<file path="src/common/net_pkg.sv">
// network package
// remote request format leaving the tile through the network port,
// the load description that rides along with it and the atomic types

package net_pkg;

  // atomic operation carried by a remote amo request
  typedef enum logic [2:0] {
    amo_swap = 3'd0,
    amo_add  = 3'd1,
    amo_and  = 3'd2,
    amo_or   = 3'd3,
    amo_xor  = 3'd4
  } amo_type_e;

  // describes how the returning word of a remote load is to be used
  // op_width holds the same encoding as core_pkg::op_width_e
  typedef struct packed {
    logic       float_wb;
    logic       icache_fetch;
    logic       is_unsigned;
    logic [1:0] op_width;
    logic [1:0] part_sel;
  } load_info_s;

  // one request toward the network
  typedef struct packed {
    logic        write_not_read;
    logic        is_amo;
    amo_type_e   amo_type;
    // byte enables for stores
    logic [3:0]  mask;
    load_info_s  load_info;
    // destination register of the load result
    logic [4:0]  reg_id;
    logic [31:0] data;
    logic [31:0] addr;
  } remote_req_s;

endpackage

</file>
<file path="src/common/core_pkg.sv">
// core package
// execute-stage decode fields seen by the memory-access block:
// memory operation, access width and the register index width

package core_pkg;

  // register file index width
  localparam int reg_addr_width_c = 5;

  // memory operation of the instruction in execute
  typedef enum logic [2:0] {
    mem_none  = 3'd0,
    mem_load  = 3'd1,
    mem_store = 3'd2,
    mem_lr    = 3'd3,
    mem_lr_aq = 3'd4,
    mem_amo   = 3'd5
  } mem_op_e;

  // access width, same encoding as load_info_s.op_width
  typedef enum logic [1:0] {
    width_byte = 2'd0,
    width_half = 2'd1,
    width_word = 2'd2
  } op_width_e;

  // decode of the memory instruction in execute
  typedef struct packed {
    mem_op_e            mem_op;
    op_width_e          op_width;
    // zero-extend byte and half loads
    logic               is_unsigned;
    // load writes the float register file
    logic               write_frd;
    net_pkg::amo_type_e amo_type;
  } decode_s;

endpackage

</file>
<file path="src/lsu/load_align.sv">
// load aligner
// captures width, sign and lane of a local read at the request and
// extracts and extends the byte or halfword from the returning word

module load_align (
  input  logic                clk_i,
  input  logic                reset_i,
  input  logic                load_v_i,
  input  core_pkg::op_width_e op_width_i,
  input  logic                is_unsigned_i,
  input  logic [1:0]          part_sel_i,
  input  logic [31:0]         rdata_i,
  output logic [31:0]         load_data_o,
  output logic                load_data_v_o
);

  import core_pkg::*;

  logic       load_v_q;
  op_width_e  op_width_q;
  logic       is_unsigned_q;
  logic [1:0] part_sel_q;
  logic [7:0]  byte_sel;
  logic [15:0] half_sel;

  always_ff @(posedge clk_i) begin
    if (!reset_i) begin
      load_v_q <= 1'b0;
    end else begin
      load_v_q <= load_v_i;
    end
  end

  // request info for the read in flight
  always_ff @(posedge clk_i) begin
    if (load_v_i) begin
      op_width_q    <= op_width_i;
      is_unsigned_q <= is_unsigned_i;
      part_sel_q    <= part_sel_i;
    end
  end

  assign byte_sel = rdata_i[8*part_sel_q +: 8];
  assign half_sel = part_sel_q[1] ? rdata_i[31:16] : rdata_i[15:0];

  always_comb begin
    case (op_width_q)
      width_byte: load_data_o = {{24{byte_sel[7] & ~is_unsigned_q}}, byte_sel};
      width_half: load_data_o = {{16{half_sel[15] & ~is_unsigned_q}}, half_sel};
      default:    load_data_o = rdata_i;
    endcase
  end

  assign load_data_v_o = load_v_q;

endmodule

</file>
<file path="config.mk">
export PLATFORM = sky130hd
export DESIGN_NAME = load_align
export DESIGN_NICKNAME = d
export VERILOG_FILES = /design/src/common/net_pkg.sv /design/src/common/core_pkg.sv /design/src/lsu/load_align.sv
export SDC_FILE = /design/constraint.sdc
export NUM_CORES = 1
export LEC_CHECK = 0
export ABC_CLOCK_PERIOD_IN_PS = 1600
export BUFFER_PORTS_ARGS = -buffer_cell sky130_fd_sc_hd__buf_2
export CORE_ASPECT_RATIO = 0.75
export CORE_MARGIN = 4
export CORE_UTILIZATION = 34
export DETAILED_ROUTE_END_ITERATION = 8
export PLACE_DENSITY = 0.74
export SYNTH_ARGS = -nofsm -noshare
export SYNTH_HDL_FRONTEND = slang
export SYNTH_SLANG_ARGS = --single-unit
</file>
<file path="constraint.sdc">
create_clock -name clk_i -period 1.6 [get_ports clk_i]
set_clock_uncertainty 0.15 [all_clocks]
set_input_delay 0.16 -clock clk_i [delete_from_list [all_inputs] [get_ports clk_i]]
set_output_delay 0.16 -clock clk_i [all_outputs]
set_load 0.01 [all_outputs]
</file>
Word level (Yosys, flattened, before mapping):

Cells that the tools add are included.

* register bits: 6
* input bits: 40
* output and inout port bits: 33
* word-level logic and storage cells: 12

* equal/unequal tests: 1
* shifts and indexed selects: 1
* multiplexer cells: 2
* bitwise operators: 3
* reductions and logical operators: 1

Operators by type and width (count)
* 32-bit case mux with 2 select lines: 1
* 32-bit by 6-bit indexed part select with 8-bit output: 1
* 16-bit two-way mux: 1
* 1-bit AND: 2
* 2-bit by 1-bit equality test with 1-bit output (second input constant): 1
* 2-bit zero test: 1
* 1-bit NOT: 1

Longest topological paths before layout:

* word-level depth: 3
* depth in mapped cells: 6
* mapped depth without buffers: 4

Worst setup path after synthesis:

Ideal clock, no wire load.

* path type: register to output
* start point: register op_width_q[0]
* end point: output load_data_o[3]
* arrival time: 1348 ps
* data required time: 1290 ps
* slack: -58 ps
* stages on the path, launching flop included: 5
* buffers on the path: 1
* cell sequence: edfxtp_1 -> nor2b_2 -> buf_4 -> mux2i_1 -> a221oi_1

* longest elaborated chain between the ends: 2
* elaborated cells between the ends (all ways): 3
* classes of those cells: eq/ne (1); mux (1); reduce/logical (1)

Ends and longest elaborated chain
* from (decl): RTL line load_align.sv:20 `op_width_e op_width_q;`
* from (signal assigned): RTL line load_align.sv:37 `op_width_q <= op_width_i;`
* 2-bit by 1-bit equality test with 1-bit output / 2-bit zero test (equally long branches): RTL line load_align.sv:47 `case (op_width_q)`
* 32-bit case mux with 2 select lines *: RTL line load_align.sv:47
* to (decl): RTL line load_align.sv:13 `output logic [31:0] load_data_o,`

Mark *: on every way between the ends. The rest lies on a longest branch, timed or not.

Worst setup path in the final report:

* start point: register part_sel_q[0]
* end point: output load_data_o[10]

* longest elaborated chain between the ends: 3

Ends and longest elaborated chain
* from (decl): RTL line load_align.sv:22 `logic [1:0] part_sel_q;`
* from (signal assigned): RTL line load_align.sv:39 `part_sel_q <= part_sel_i;`
* 32-bit by 6-bit indexed part select with 8-bit output: RTL line load_align.sv:43 `assign byte_sel = rdata_i[8*part_sel_q +: 8];`
* 1-bit AND: RTL line load_align.sv:48 `width_byte: load_data_o = {{24{byte_sel[7] & ~is_unsigned_q}}, byte_sel};`
* 32-bit case mux with 2 select lines: RTL line load_align.sv:47

Every way passes these cells.

==> results.txt <==
----------------------------------------------------
[Clocking]
  Max Root-Sink Buffers ... 2
  Clock tree from TritonCTS ... done
  Clock buffer count from CTS ... 3
  Cell at the root of the clock tree ... sky130_fd_sc_hd__clkbuf_4
  Sinks on Clock Net ... 6
  Clk slew on worst S/H paths ... about 0.050 ns
  Number of H-tree branching levels ... 1

[Final layout]
  Count of nets after finishing ... 264
  Proportion of layout cells with a drive suffix above 1 ... about half
  Area overhead of the layout relative to synthesis ... 83.0%
  Ant diodes ... 0

[Timing]
  Sum of negative setup slack ... -12.75 ns
  Final critical-path required period ... 2.09 ns
  Crit path setup slack, layout ... -0.487 ns
  Final worst path period share ... 130%
  Total count of hold-check failures in the final report ... 0
  Headroom to the max-slew limit ... between 80% and 90%
  Highest clock rate ... 0.479 GHz
  RSZ-0062 raised after global routing ... true
  Slew Limit Fails ... 0
  Final Setup Violations ... 32
  Worst Tran Pin Value ... 0.244 ns

[Drt]
  Detailed-route wire length ... 3430 um
  Initial detailed-routing violation count ... 34
  Number of vias in the routed layout ... 1301
  Count of TritonRoute iterations in the first routing pass ... 4
  Via-to-Cell Ratio ... 5.06
  DR WL/cell ... 13.3 um
  Post-detailed-route DRC marker count ... 0
  Post-route ant nets ... 0

[Worst setup path]
  CP Max Fanout ... 5
  Crit start category ... flip-flop
  Capturing element type of the critical path ... primary output
  Path type of the worst setup path ... flip-flop to primary output
  Crit path required time ... 1.29 ns
  CP Launch Point ... part_sel_q[0]$_DFFE_PP_
  Signal arrival time at the worst endpoint ... 1.78 ns

[Logic synthesis]
  Cell accounting for the most synthesized area ... sky130_fd_sc_hd__nand2_1
  YS warnings ... 0
  Average instance area after synthesis ... 6.78 um^2
  Number of instances in the synthesized netlist ... 127
  Area share of the leading cell type in the synthesized netlist ... 23.1%
  Count of flip-flops with a built-in enable after synthesis ... 5
  Top cell types by occurrence after synthesis ... 53 x sky130_fd_sc_hd__nand2_1, 7 x sky130_fd_sc_hd__a221o_1, 6 x sky130_fd_sc_hd__buf_2, 6 x sky130_fd_sc_hd__mux2i_1, 6 x sky130_fd_sc_hd__nor2b_1
  Part of the Yosys area used for sequential elements ... roughly 20%
  Share of synthesized flip-flops with an asynchronous set or reset ... 0%
  Most common cell in the netlist ... sky130_fd_sc_hd__nand2_1
  Post-synth top flop ... sky130_fd_sc_hd__edfxtp_1
  Net Count, Synth ... roughly 170
  Synthesized area ... 861 um^2
  Number of synthesized register bits ... 6
  Distinct cells, synth ... 26
  Area contributors post-synth ... sky130_fd_sc_hd__nand2_1 23%, sky130_fd_sc_hd__edfxtp_1 17%, sky130_fd_sc_hd__a221o_1 8.1%, sky130_fd_sc_hd__mux2i_1 7.0%, sky130_fd_sc_hd__a22oi_1 4.4%

[Global routing]
  First-pass GRT wire length ... 5420 um
  Overflow left after global routing ... 0
  Total GRT Usage ... 20.2%
  Initial antenna violation count ... 0
  Number of global-route vias before repair ... 1230
  Maximum number of pins on one net before global-route repair ... 17

[Pwr]
  Combinational share of power ... 62.6%
  Part of the total power dissipated in sequential elements ... 20.8%
  Cell Pwr Density ... 589 nW/um^2
  Worst-case vdd ir drop ... 0.556 mV
  Clock power share ... 16.6%
  Int Pwr ... 0.567 mW
  Pleak ... 0.880 nW
  Pwr Total ... around 0.93 mW
  Switching share of power ... 38.9%
  Net switching power ... 0.361 mW

[Run status]
  Result of the run ... complete, but fails checks
  Violated checks ... negative setup slack

[Run]
  Max cap viols ... 0

[Floorplan]
  Starting density of the core ... 36.4%
  Die area ... approximately 3400 um^2
  Row count ... 15
  Die W ... 66.1 um
  I/O pin count ... 73
  Placeable core region ... 2360 um^2
  Overall die height ... 51.6 um

[Worst hold path]
  Start point of the worst hold path ... load_v_i
  Type of the most critical hold path ... primary input to flip-flop

[Place]
  Final RePlAce weighted congestion ... between 0.8 and 0.9
  Port Buffers ... slightly above 70
  DP Wirelength ... 2740 um

----------------------------------------------------
cell families after synthesis:
kind of cell | after synthesis | share of synthesized area, %
and+or+nand+nor | 70 | 36.6
AOI/OAI and AO/OA | 31 | 28.3
buffers and inverters | 13 | 6.98
muxes | 7 | 8.29
DFF | 6 | 19.8
cells in the final DEF (no fill, tap or decap), types with 4 or more instances in the layout:
master	instances
sky130_fd_sc_hd__buf_2	72
sky130_fd_sc_hd__buf_6	4
sky130_fd_sc_hd__edfxtp_1	5
sky130_fd_sc_hd__nor2b_1	5
sky130_fd_sc_hd__a22oi_1	5
sky130_fd_sc_hd__o21ai_1	4
sky130_fd_sc_hd__o22ai_1	4
sky130_fd_sc_hd__dlygate4sd3_1	6
sky130_fd_sc_hd__a221o_1	7
sky130_fd_sc_hd__mux2i_1	6
sky130_fd_sc_hd__nand2_1	53
sky130_fd_sc_hd__buf_4	19
metal layers:
metal,track usage (%),share of wire [%],vias up
li1,-,-,647
met5,0,0,-
met3,2.81,7.2,8
met1,25.3,42,586
met4,7.43,1.9,0
met2,35.1,49,60
metrics by stage:
step / cell area (um^2) / util [%] / setup slack [ns] / hold slack (ns) / std cells
CTS: 1570 / 66.2 / -0.507 / 0.0456 / 256
global route: 1580 / 66.6 / -0.546 / 0.0643 / 257
global placement: 1410 / 59.5 / -0.109 / 0.189 / 243
detailed placement: 1410 / 59.5 / -0.228 / 0.189 / 243
finish: 1580 / 66.6 / -0.487 / 0.0502 / 257
floorplan: 912 / - / -0.0306 / 0.109 / 127
timing repair:
action	CTS	global route
hold buffers	6	0
hold endpoints to repair	6	0
setup buffers	3	1
gates resized for setup	10	1
cloned	0	0
pin swaps	2	1
endpoints found under the setup margin	32	32
critical path, stage by stage, from the launching register on:
cell and delay, ns:
sky130_fd_sc_hd__edfxtp_1 0.43, sky130_fd_sc_hd__mux2i_1 0.26, sky130_fd_sc_hd__mux2_4 0.22, sky130_fd_sc_hd__nor4_4 0.04
sky130_fd_sc_hd__buf_4 0.15, sky130_fd_sc_hd__a221o_1 0.27, sky130_fd_sc_hd__buf_2 0.14
final cells by class:
class	instances	area, um^2
repair buffers	102	628
inverters	3	13.8
well taps	34	42.5
fillers	221	790
clock buffers	4	26.3
multi-input cells	108	694
flip-flops and latches	6	170
state kept, by name, summed over array words and instances, names as in the netlist:
name,count
op_width_q,2
part_sel_q,2
is_unsigned_q,1
load_data_v_o,1
path summary, 6_finish.rpt:
| kind | to | slack [ns] | cells after the start |
|---|---|---|---|
| setup / recovery | load_data_o[10] | -0.49 | 6 |
| hold / removal | part_sel_q[0]$_DFFE_PP_ | 0.05 | 1 |
power by group through the flow:
stage | Sequential [mW] | Combinational [mW] | Clock [mW]
floorplan | 0.197 | 0.296 | 0
global placement | 0.197 | 0.518 | 0
detailed placement | 0.198 | 0.531 | 0
CTS | 0.193 | 0.576 | 0.159
global route | 0.194 | 0.632 | 0.168
finish | 0.193 | 0.581 | 0.154
Note: power is estimated with default switching activity, not from simulation.
