**config.mk**
```make
export PLATFORM = sky130hd
export DESIGN_NAME = lsu_flat
export DESIGN_NICKNAME = d
export VERILOG_FILES = /design/src/common/net_pkg.sv /design/src/common/core_pkg.sv /design/src/common/dmem_if.sv /design/src/lsu/lsu.sv /design/src/flat_wrapper.sv
export SDC_FILE = /design/constraint.sdc
export NUM_CORES = 1
export LEC_CHECK = 0
export BUFFER_PORTS_ARGS = -buffer_cell sky130_fd_sc_hd__buf_2
export CAP_MARGIN = 30
export CORE_MARGIN = 4
export CORE_UTILIZATION = 39
export DETAILED_ROUTE_END_ITERATION = 7
export PLACE_DENSITY = 0.8
export SLEW_MARGIN = 20
export SYNTH_ARGS = -nofsm -noshare
export SYNTH_HDL_FRONTEND = slang
export SYNTH_SLANG_ARGS = --single-unit
```
**constraint.sdc**
```tcl
create_clock -name vclk -period 2.8
set_input_delay 0.14 -clock vclk [all_inputs]
set_output_delay 0.14 -clock vclk [all_outputs]
set_load 0.05 [all_outputs]
```
**src/common/net_pkg.sv**
```systemverilog
// network package
// remote request format leaving the tile through the network port,
// the load description that rides along with it and the atomic types

package net_pkg;

  // atomic operation carried by a remote amo request
  typedef enum logic [2:0] {
    amo_swap = 3'd0,
    amo_add  = 3'd1,
    amo_and  = 3'd2,
    amo_or   = 3'd3,
    amo_xor  = 3'd4
  } amo_type_e;

  // describes how the returning word of a remote load is to be used
  // op_width holds the same encoding as core_pkg::op_width_e
  typedef struct packed {
    logic       float_wb;
    logic       icache_fetch;
    logic       is_unsigned;
    logic [1:0] op_width;
    logic [1:0] part_sel;
  } load_info_s;

  // one request toward the network
  typedef struct packed {
    logic        write_not_read;
    logic        is_amo;
    amo_type_e   amo_type;
    // byte enables for stores
    logic [3:0]  mask;
    load_info_s  load_info;
    // destination register of the load result
    logic [4:0]  reg_id;
    logic [31:0] data;
    logic [31:0] addr;
  } remote_req_s;

endpackage

```
**src/common/core_pkg.sv**
```systemverilog
// core package
// execute-stage decode fields seen by the memory-access block:
// memory operation, access width and the register index width

package core_pkg;

  // register file index width
  localparam int reg_addr_width_c = 5;

  // memory operation of the instruction in execute
  typedef enum logic [2:0] {
    mem_none  = 3'd0,
    mem_load  = 3'd1,
    mem_store = 3'd2,
    mem_lr    = 3'd3,
    mem_lr_aq = 3'd4,
    mem_amo   = 3'd5
  } mem_op_e;

  // access width, same encoding as load_info_s.op_width
  typedef enum logic [1:0] {
    width_byte = 2'd0,
    width_half = 2'd1,
    width_word = 2'd2
  } op_width_e;

  // decode of the memory instruction in execute
  typedef struct packed {
    mem_op_e            mem_op;
    op_width_e          op_width;
    // zero-extend byte and half loads
    logic               is_unsigned;
    // load writes the float register file
    logic               write_frd;
    net_pkg::amo_type_e amo_type;
  } decode_s;

endpackage

```
**src/common/dmem_if.sv**
```systemverilog
// local data memory request
// one strobe per access from the load store unit to the data memory

interface dmem_if #(
  parameter int dmem_size_p = 1024
);

  localparam int addr_width_lp = $clog2(dmem_size_p);

  logic                     v;
  logic                     w;
  // word index, not byte address
  logic [addr_width_lp-1:0] addr;
  logic [31:0]              data;
  logic [3:0]               mask;

  modport master (
    output v, w, addr, data, mask
  );

  modport slave (
    input v, w, addr, data, mask
  );

endinterface

```
**src/lsu/lsu.sv**
```systemverilog
// load store unit
// generates the effective address, places store data and byte mask,
// routes the access to local data memory or to the network, and forms
// the instruction-cache miss fetch

module lsu #(
  parameter int pc_width_p  = 22,
  parameter int dmem_size_p = 1024
) (
  input  core_pkg::decode_s                          exe_decode_i,
  input  logic [31:0]                                exe_rs1_i,
  input  logic [31:0]                                exe_rs2_i,
  input  logic [core_pkg::reg_addr_width_c-1:0]      exe_rd_i,
  input  logic [11:0]                                mem_offset_i,
  // word address of the next instruction
  input  logic [pc_width_p-1:0]                      pc_plus4_i,
  input  logic                                       icache_miss_i,

  dmem_if.master                                     dmem,

  output net_pkg::remote_req_s                       remote_req_o,
  output logic                                       remote_req_v_o,
  output logic                                       reserve_o,
  output logic [1:0]                                 part_sel_o
);

  import core_pkg::*;
  import net_pkg::*;

  localparam int dmem_addr_width_lp  = $clog2(dmem_size_p);
  localparam int local_addr_width_lp = dmem_addr_width_lp + 2;

  logic [31:0]           mem_addr;
  logic [31:0]           miss_addr;
  logic [pc_width_p-1:0] miss_pc;
  logic [31:0]           store_data;
  logic [3:0]            store_mask;
  logic                  is_local;
  logic                  is_load;
  logic                  is_store;
  logic                  is_amo;
  logic                  is_lr;
  logic                  is_lr_aq;
  load_info_s            load_info;

  assign is_load  = (exe_decode_i.mem_op == mem_load);
  assign is_store = (exe_decode_i.mem_op == mem_store);
  assign is_amo   = (exe_decode_i.mem_op == mem_amo);
  assign is_lr    = (exe_decode_i.mem_op == mem_lr);
  assign is_lr_aq = (exe_decode_i.mem_op == mem_lr_aq);

  assign mem_addr = exe_rs1_i + {{20{mem_offset_i[11]}}, mem_offset_i};

  // miss fetch goes to the top half of the address map, byte addressed
  assign miss_pc   = pc_plus4_i - 1'b1;
  assign miss_addr = {1'b1, {(32-pc_width_p-3){1'b0}}, miss_pc, 2'b00};

  // local data memory occupies the lowest 4*dmem_size_p bytes
  assign is_local = (mem_addr[31:local_addr_width_lp] == '0);

  // byte and half stores replicate into every lane
  always_comb begin
    case (exe_decode_i.op_width)
      width_byte: begin
        store_data = {4{exe_rs2_i[7:0]}};
        store_mask = 4'b0001 << mem_addr[1:0];
      end
      width_half: begin
        store_data = {2{exe_rs2_i[15:0]}};
        store_mask = mem_addr[1] ? 4'b1100 : 4'b0011;
      end
      default: begin
        // word access, amo included
        store_data = exe_rs2_i;
        store_mask = 4'b1111;
      end
    endcase
  end

  // local access
  assign dmem.v    = is_local & (is_load | is_store | is_lr | is_lr_aq);
  assign dmem.w    = is_store;
  assign dmem.addr = mem_addr[2 +: dmem_addr_width_lp];
  assign dmem.data = store_data;
  assign dmem.mask = store_mask;

  // lane of a local load, for the aligner
  assign part_sel_o = mem_addr[1:0];

  // only a plain lr holds a reservation
  assign reserve_o = is_lr & is_local;

  // miss fetch is always a full word read
  always_comb begin
    if (icache_miss_i) begin
      load_info.float_wb     = 1'b0;
      load_info.icache_fetch = 1'b1;
      load_info.is_unsigned  = 1'b0;
      load_info.op_width     = width_word;
      load_info.part_sel     = 2'b00;
    end else begin
      load_info.float_wb     = exe_decode_i.write_frd;
      load_info.icache_fetch = 1'b0;
      load_info.is_unsigned  = exe_decode_i.is_unsigned;
      load_info.op_width     = exe_decode_i.op_width;
      load_info.part_sel     = mem_addr[1:0];
    end
  end

  always_comb begin
    remote_req_o.write_not_read = is_store & ~icache_miss_i;
    remote_req_o.is_amo         = is_amo & ~icache_miss_i;
    remote_req_o.amo_type       = exe_decode_i.amo_type;
    remote_req_o.mask           = store_mask;
    remote_req_o.load_info      = load_info;
    remote_req_o.reg_id         = exe_rd_i;
    remote_req_o.data           = store_data;
    remote_req_o.addr           = icache_miss_i ? miss_addr : mem_addr;
  end

  // remote lr and local amo are not sent anywhere
  assign remote_req_v_o = icache_miss_i | ((is_load | is_store | is_amo) & ~is_local);

endmodule

```
**src/flat_wrapper.sv**
```systemverilog
// flat-port wrapper written by rule: the top's interface ports become plain ports
module lsu_flat import core_pkg::*; import net_pkg::*;
#(
  parameter int pc_width_p  = 22,
  parameter int dmem_size_p = 1024
)
  (exe_decode_i, exe_rs1_i, exe_rs2_i, exe_rd_i, mem_offset_i, pc_plus4_i, icache_miss_i, remote_req_o, remote_req_v_o, reserve_o, part_sel_o, dmem_v, dmem_w, dmem_addr, dmem_data, dmem_mask);
  dmem_if #(.dmem_size_p(dmem_size_p)) dmem_i ();
  input  core_pkg::decode_s exe_decode_i;
  input  logic [31:0] exe_rs1_i;
  input  logic [31:0] exe_rs2_i;
  input  logic [core_pkg::reg_addr_width_c-1:0] exe_rd_i;
  input  logic [11:0] mem_offset_i;
  input  logic [pc_width_p-1:0] pc_plus4_i;
  input  logic icache_miss_i;
  output net_pkg::remote_req_s remote_req_o;
  output logic remote_req_v_o;
  output logic reserve_o;
  output logic [1:0] part_sel_o;
  output wire logic [$bits(dmem_i.v)-1:0] dmem_v;
  output wire logic [$bits(dmem_i.w)-1:0] dmem_w;
  output wire logic [$bits(dmem_i.addr)-1:0] dmem_addr;
  output wire logic [$bits(dmem_i.data)-1:0] dmem_data;
  output wire logic [$bits(dmem_i.mask)-1:0] dmem_mask;
  assign dmem_v = dmem_i.v;
  assign dmem_w = dmem_i.w;
  assign dmem_addr = dmem_i.addr;
  assign dmem_data = dmem_i.data;
  assign dmem_mask = dmem_i.mask;
  lsu #(.pc_width_p(pc_width_p), .dmem_size_p(dmem_size_p)) u_core (.exe_decode_i(exe_decode_i), .exe_rs1_i(exe_rs1_i), .exe_rs2_i(exe_rs2_i), .exe_rd_i(exe_rd_i), .mem_offset_i(mem_offset_i), .pc_plus4_i(pc_plus4_i), .icache_miss_i(icache_miss_i), .dmem(dmem_i), .remote_req_o(remote_req_o), .remote_req_v_o(remote_req_v_o), .reserve_o(reserve_o), .part_sel_o(part_sel_o));
endmodule
```
-- After elaboration in Yosys (flattened, before gate mapping)
Cells that the tools add are included.
- $add $sub $neg: 2
- multiply operators: 0
- divide/modulo/power cells: 0
- magnitude comparators: 0
- equal/unequal tests: 6
- shift-type cells: 1
- multiplexer cells: 5
- bitwise operators: 12
- reductions and logical operators: 2
- operators with widths (kind ; number):
    $pmux 32 s2 ; 1
    $add 32x32->32 ; 1
    $mux 32 ; 1
    $sub 22x1->22 const B ; 1
    $logic_not 20->1 ; 1
    $pmux 4 s2 ; 1
    $mux 7 ; 1
    $eq 3x2->1 const B ; 2
    $eq 3x3->1 const B ; 2
    $and 1x1->1 ; 5
    $or 1x1->1 ; 5
    $mux 4 ; 1
    $shl 1x2->4 const A ; 1
    $eq 3x1->1 const B ; 1
    $eq 2x1->1 const B ; 1
    $logic_not 2->1 ; 1
    $not 1->1 ; 2
- bits in registers: 0
- latch bits: 0
- bits in writable memories: 0
- memory bits (read-only): 0
- bits of input ports: 114
- output and inout port bits: 137
- memories kept: 0

-- Depth between registers and ports, before layout
Gate-level depths: netlist of run 1.
- depth in word-level cells: 5
- mapped depth: 12
- depth with buffers taken out: 12

-- Worst setup path before layout of run 1
OpenSTA, ideal clock, no wires.
- path kind: input port to output port
- from: in exe_rs1_i[0]
- to: out remote_req_o[6] in the netlist's numbering
- data arrival time: 3.035 ns
- slack: -0.375 ns
- stages on the path: 9
- path through: ha_1 inv_1 fa_1 nand2b_1 a21oi_1 nor2_1 xnor2_1 nor2_1 a31oi_1
- RTL lines (element ; line ; source):
    from (decl) ; flat_wrapper.sv:10 ; input logic [31:0] exe_rs1_i;
    to (decl) ; flat_wrapper.sv:16 ; output net_pkg::remote_req_s remote_req_o;

-- Worst setup path in the final report of run 1
- from: in mem_offset_i[11]
- to: out reserve_o
- word-level cells in the longest chain between the ends: 3
- ends and longest elaborated chain (element ; line ; source):
    from (decl) ; flat_wrapper.sv:13 ; input logic [11:0] mem_offset_i;
    $add 32x32->32 ; lsu.sv:52 ; assign mem_addr = exe_rs1_i + {{20{mem_offset_i[11]}}, mem_offset_i};
    $logic_not 20->1 ; lsu.sv:59 ; assign is_local = (mem_addr[31:local_addr_width_lp] == '0);
    $and 1x1->1 ; lsu.sv:91 ; assign reserve_o = is_lr & is_local;
    to (decl) ; flat_wrapper.sv:18 ; output logic reserve_o;
No other way between the ends.

==> run summary, run 1 <==
From synthesis to final layout, the design area changed by 73.9%. The number of max-slew violations in the final report came out at 0. The cell depth of the worst hold path came out at 0. The number of design rule violations left after detail routing came out at 0.

The overall overflow remaining after global route is 0. For the finished layout, the period the worst path requires is roughly 3.2 ns. The layout has slightly below 700 filler cells. The via count of the first global-routing pass came out at between 4000 and 5000. For hold timing, the worst endpoint is remote_req_o[66].

The fraction of the yosys area taken by sequential cells is 0. The multi-input combinational cell area is ~3600 sq um. The kind of start point of the critical path is an input port. The worst IR drop on VDD is 287 uV. The hold buffer count at cts is 0. The number of nets in the synthesized netlist is roughly 670. The setup-violating endpoint count in the final report came out at 3. For this run, the number of Yosys warnings is 0. The worst setup path is captured at an output port. Wires add up to between 15000 and 20000 um. The worst slew margin relative to its limit came out at 0.492.

The share of cells above drive strength 1 is 0.605. The routed length per instance came out at about 19 um. The hold path startpoint is exe_rd_i[2]. The area of the die is between 10000 and 15000 sq um. The pin count of the biggest net entering global routing came out at 39. The post-layout worst setup margin is -0.366 ns. The last weighted congestion value of the routability-driven placer came out at around 0.96. After routing the design area is around 6000 sq um. The pre-CTS setup slack came out at -0.607 ns.

In this run the cell area of the synthesized design comes to about 3500 sq um. The starting density of the core came out at 0.400. For this block, the initial DRC count from the detailed router was ~270. In the synthesized netlist, the cells that appear most often are 59 x sky130_fd_sc_hd__nand2_1, 56 x sky130_fd_sc_hd__buf_4, 48 x sky130_fd_sc_hd__a21oi_1. The run finished, with violations left. The estimated wirelength of the detail-placed design came out at around 14000 um.

The total number of nets in the final design came out at approximately 960. The worst endpoint required time is between 2 and 3 ns. The min-delay analysis places its worst path in the category input port to output port. The detailed-router iteration count before antenna repair came out at 5.

The synthesized area per cell came out at 6.60 sq um. The most common cell in the netlist is sky130_fd_sc_hd__nand2_1. The routed via count came out at just over 5000. The summed negative setup slack over all endpoints came out at -0.921 ns.

The number of distinct library cells after synthesis is 58. The leakage component of the power is ~0.0029 uW. Sequential cells placed in the final layout were counted as 0. After floorplanning, the core was divided into 34 placement rows. Registers take 0 sq um. In this run the count of I/O pins placed on the die edge is between 200 and 300. The endpoint arrival time on the critical path is 3.03 ns. Of the post-synthesis cell area, the dominant cell type holds 0.121.

Based on the critical path, the design can be clocked at up to 316 MHz. The number of buffer cells added on primary ports is 235. After detailed placement, the total cell area comes to 5140 sq um.

Of the available clock period, the critical path in the final layout requires 1.13. The first global-routing pass estimated between 20000 and 25000 um of wire. The highest fanout seen on the critical path came out at 9.

The number of antenna violations at the first check in global routing was 0. The die is roughly 100 um wide. The number of max-cap violations came out at 0. The critical path is of the input port to output port type. The vertical extent of the die is 102 um. The mean number of vias per cell is 5.61. The synthesized instance count came out at approximately 530. The power density over the cells came out at about 370 nW/um^2. The total core area came out at around 8700 sq um. The transition time at the pin with the least slew margin came out at approximately 0.76 ns. Setup repair after global routing could not meet its margin everywhere. The cell accounting for the most synthesized area is sky130_fd_sc_hd__buf_4. The count of final hold-check violations is 0.

Counting the clock-network buffers in the layout gives 0. The overall track demand over capacity in global routing is 0.295. By area the synthesized netlist is led by sky130_fd_sc_hd__buf_4 12%, sky130_fd_sc_hd__ha_1 12%, sky130_fd_sc_hd__xnor2_1 7.1%. The checks that failed: setup timing. The count of nets left with antenna violations once routing finished came out at 0.

The number of antenna repair diodes came out at 0.
## layer usage
layer / track usage / share of wire
met4: 0.0666 / 0.027
met5: 0 / 0
met1: 0.371 / 0.39
met2: 0.522 / 0.50
met3: 0.0526 / 0.082
## worst max-delay path by stage
| stage | startpoint | endpoint | slack (ns) | cells past startpoint |
|---|---|---|---|---|
| after floorplan | exe_rs1_i[0] | remote_req_o[8] | -0.08 | 9 |
| after global placement | exe_rs1_i[0] | reserve_o | -0.60 | 15 |
| after detailed placement | exe_rs1_i[0] | reserve_o | -0.61 | 15 |
| after CTS | mem_offset_i[0] | reserve_o | -0.30 | 15 |
| after global routing | mem_offset_i[11] | reserve_o | -0.44 | 15 |
| final | mem_offset_i[11] | reserve_o | -0.37 | 15 |
## placed cells by master, fill, tap and decap left out, types with 8 or more instances in the layout
master and n:
sky130_fd_sc_hd__a21o_1 8, sky130_fd_sc_hd__a21oi_1 28, sky130_fd_sc_hd__a21oi_2 20, sky130_fd_sc_hd__buf_2 227
sky130_fd_sc_hd__buf_4 123, sky130_fd_sc_hd__buf_6 11, sky130_fd_sc_hd__ha_4 22, sky130_fd_sc_hd__inv_1 15
sky130_fd_sc_hd__mux2_2 17, sky130_fd_sc_hd__mux2i_1 8, sky130_fd_sc_hd__nand2_1 49, sky130_fd_sc_hd__nand4_1 9
sky130_fd_sc_hd__nor2_1 32, sky130_fd_sc_hd__nor2b_1 8, sky130_fd_sc_hd__nor3_1 11, sky130_fd_sc_hd__o211ai_1 14
sky130_fd_sc_hd__o21ai_0 24, sky130_fd_sc_hd__o21ai_1 10, sky130_fd_sc_hd__o21ai_2 9, sky130_fd_sc_hd__xnor2_1 25
sky130_fd_sc_hd__xor2_1 17
## repair_timing
item / in CTS / in global routing
cloned: 1 / 0
pin swaps: 35 / 35
setup endpoints to repair: 7 / 7
setup buffers: 15 / 6
gates resized for setup: 85 / 64
## kinds of logic after synthesis
logic type,after synthesis,share of synthesized area
AO/OA/AOI/OAI,153,0.272
XOR/XNOR,47,0.119
adder cells (fa/ha/maj),33,0.121
buffers and inverters,94,0.164
multiplexers,26,0.0811
AND/OR/NAND/NOR,173,0.244
## area by class of cell
type               count  area share
well taps            108      0.0224
repair buffers       365       0.375
multi-input cells    432       0.593
inverters             16     0.00994
## power breakdown
| group | total [uW] | switching [uW] | internal (uW) |
|---|---|---|---|
| Combinational | 2220 | 1450 | 772 |
| Clock | 0 | 0 | 0 |
| Sequential | 0 | 0 | 0 |
## critical path, stage by stage
cell                        delay [ns]
sky130_fd_sc_hd__buf_12           0.12
sky130_fd_sc_hd__buf_6            0.13
sky130_fd_sc_hd__buf_12           0.14
sky130_fd_sc_hd__buf_6            0.13
sky130_fd_sc_hd__ha_4             0.31
sky130_fd_sc_hd__nand2_4          0.06
sky130_fd_sc_hd__o211ai_1         0.40
sky130_fd_sc_hd__xor2_1           0.18
sky130_fd_sc_hd__nor2_1           0.17
sky130_fd_sc_hd__mux2i_2          0.12
sky130_fd_sc_hd__a2111oi_4        0.19
sky130_fd_sc_hd__nand4_1          0.13
sky130_fd_sc_hd__and4bb_2         0.39
sky130_fd_sc_hd__and4b_4          0.26
sky130_fd_sc_hd__buf_8            0.14
## through the flow
step | hold WS [ns] | instances | util | total power [uW]
after floorplan | 0.447 | 526 | - | 1370
after global placement | 0.280 | 899 | 0.593 | 1910
after detailed placement | 0.280 | 899 | 0.593 | 1930
after CTS | 0.280 | 915 | 0.659 | 2080
after global routing | 0.280 | 921 | 0.696 | 2330
final | 0.280 | 921 | 0.696 | 2220
(Power assumes the default switching activity.)
==> run 2: changes to the inputs <==
--- a/config.mk
+++ b/config.mk
@@ -7,10 +7,10 @@
 export LEC_CHECK = 0
 export BUFFER_PORTS_ARGS = -buffer_cell sky130_fd_sc_hd__buf_2
 export CAP_MARGIN = 30
-export CORE_MARGIN = 4
-export CORE_UTILIZATION = 39
+export CORE_AREA = 2 2 98 100
 export DETAILED_ROUTE_END_ITERATION = 7
-export PLACE_DENSITY = 0.8
+export DIE_AREA = 0 0 100 102
+export PLACE_DENSITY = 0.79
 export SLEW_MARGIN = 20
 export SYNTH_ARGS = -nofsm -noshare
 export SYNTH_HDL_FRONTEND = slang
==> run 2 against run 1 <==
Net effect:
- the run still ends with setup timing left
- clock-buffer cell count unchanged
- design area decreased by 3.0%
- sequential share of layout area stayed put
- routed wire length is 9.3% lower
- flip-flop and latch count did not move
- hold slack is essentially flat
- first-iteration DRC count decreased by 32%
- combinational power down 4%
- maximum frequency down 0.60%
- largest cell class unchanged
- highest routed layer unchanged
==> run summary, run 2 (same netlist as run 1, synthesis figures left out) <==
In this run the tool buffered the top-level ports with around 240 buffer cells. The worst IR drop on VDD came out at between 200 and 300 uV. The summed negative setup slack over all endpoints is -1.09 ns. The overall overflow remaining after global route came out at 0. The routed length per instance came out at 16.7 um. The run finished, with violations left. The commonest non-fill, non-tap cell in the layout is sky130_fd_sc_hd__buf_2.

The overall track demand over capacity in global routing came out at 0.260. The tightest min-delay check is of the input port to output port type. The post-layout worst setup margin came out at -0.385 ns. The number of DRC violations after detailed-routing iteration 0 came out at ~190. The sequential cell area came out at 0 sq um. In the layout the commonest cells are 227 x sky130_fd_sc_hd__buf_2, 132 x sky130_fd_sc_hd__buf_4, 53 x sky130_fd_sc_hd__nand2_1. The endpoint arrival time on the critical path came out at 3.04 ns.

The number of antenna violations at the first check in global routing came to 0. The net count of the finished layout is 966. The highest clock frequency the design can meet is roughly 310 MHz. The path with the worst hold slack has its endpoint at remote_req_o[66]. The signal on the critical path passes through buf_6 -> ha_4 -> inv_2 -> fa_2 -> nand2b_4 -> a21oi_4 -> o21ai_4 -> nor2_2 -> or4_4 -> a2111oi_4 -> buf_4 -> nand4_1 -> and4bb_2 -> and4b_4 -> buf_8. The number of design rule violations left after detail routing is 0. Along the worst hold path, the cell count comes to 0. The power density over the cells came out at roughly 360 nW/um^2. The share of the cycle needed by the critical path after routing came out at 1.14. The leakage component of the power came out at roughly 0.0029 uW. The number of fill cells came out at around 810. The I/O pin count is 251. The delay of the slowest cell on the worst path came out at 0.52 ns. The highest fanout seen on the critical path is 5. STA classifies the critical path endpoint as an output port. The startpoint identified for the worst hold timing path is exe_rd_i[2].

The count of final hold-check violations came out at 0. The last weighted congestion value of the routability-driven placer came out at 0.988. The first detailed-routing pass took 5 iterations. The total design power came out at between 2000 and 2500 uW. The area added between synthesis and finish is 68.7%.

The setup-violating endpoint count in the final report is 3. The worst slew margin relative to its limit came out at 0.459. The number of antenna repair diodes is 0. The first-pass GRT wire length came out at around 22000 um.

The count of flip-flops and latches is 0. The mean number of vias per cell is ~5.4. The transition time at the pin with the least slew margin came out at around 0.81 ns.

The total routed wirelength is around 16000 um. The die outline width came out at 100 um. The pin count of the biggest net entering global routing is 39.

Data on the critical path is required at its endpoint by between 2 and 3 ns. The area of the die came out at between 10000 and 15000 sq um. The via count of the first global-routing pass is 4571. The share of cells above drive strength 1 is 0.579. The final reports fail on setup timing. The total core area came out at 9110 sq um. The vertical extent of the die came out at a little over 100 um. The number of max-cap violations came out at 0. The critical path's slowest cell is sky130_fd_sc_hd__or4_4. The routed via count came out at 4996.

The critical path class is input port to output port. The clock period minus worst slack is roughly 3.2 ns. The count of antenna-violating nets left after detailed routing is 0. The initial utilization of the core area, before any placement, comes to 0.381. The estimated wirelength of the detail-placed design is around 13000 um. The count of clock buffers in the final design is 0. The worst setup path is launched from an input port. The floorplan has 35 rows. The number of max-slew violations in the final report is 0. Setup repair after global routing could not meet its margin everywhere.
run 2: how the worst max path moves through the flow:
stage | start | to | cells past startpoint
2_1_floorplan | exe_rs1_i[0] | remote_req_o[8] | 9
3_3_place_gp | mem_offset_i[11] | reserve_o | 14
3_5_place_dp | mem_offset_i[11] | reserve_o | 14
4_1_cts | mem_offset_i[11] | reserve_o | 12
5_1_grt | mem_offset_i[0] | reserve_o | 15
6_report | mem_offset_i[0] | reserve_o | 15
run 2: where the power goes:
group	total (uW)	switching, uW	internal [uW]
clock	0	0	0
combinational	2130	1380	741
sequential	0	0	0
run 2: critical path: cells and delay by family:
kind                     cells  cell delay [ns]
AO/OA/AOI/OAI                3             0.64
adder cells (fa/ha/maj)      2             0.36
AND/OR/NAND/NOR              6             1.44
buffers and inverters        4             0.46
run 2: area by class of cell:
cell class / count / area [sq um] / share of cell area
multi-input cells: 432 / 3400 / 0.581
well taps: 111 / 139 / 0.0237
inverters: 16 / 60.1 / 0.0102
repair buffers: 369 / 2260 / 0.385
run 2: routing by layer:
metal | vias to the layer above | GRT usage | part of all wire
li1 | 2433 | - | -
met1 | 2310 | 0.321 | 0.40
met2 | 223 | 0.482 | 0.50
met3 | 30 | 0.0472 | 0.085
met4 | 0 | 0.0400 | 0.018
met5 | - | 0 | 0
run 2: stage by stage:
stage	utilization	hold WS [ns]	instances	area (sq um)	worst slack, ns
floorplan	-	0.447	526	3540	-0.0802
global placement	0.576	0.281	915	5250	-0.640
detailed placement	0.576	0.281	915	5250	-0.764
CTS	0.603	0.281	918	5490	-0.361
global route	0.643	0.280	928	5860	-0.455
finish	0.643	0.280	928	5860	-0.385
run 2: what timing repair did:
action | CTS | global route
hold buffers | 0 | 0
setup buffers | 3 | 10
pin swaps | 12 | 28
resized for setup | 44 | 57
hold endpoints to repair | 0 | 0
setup endpoints to repair | 7 | 11
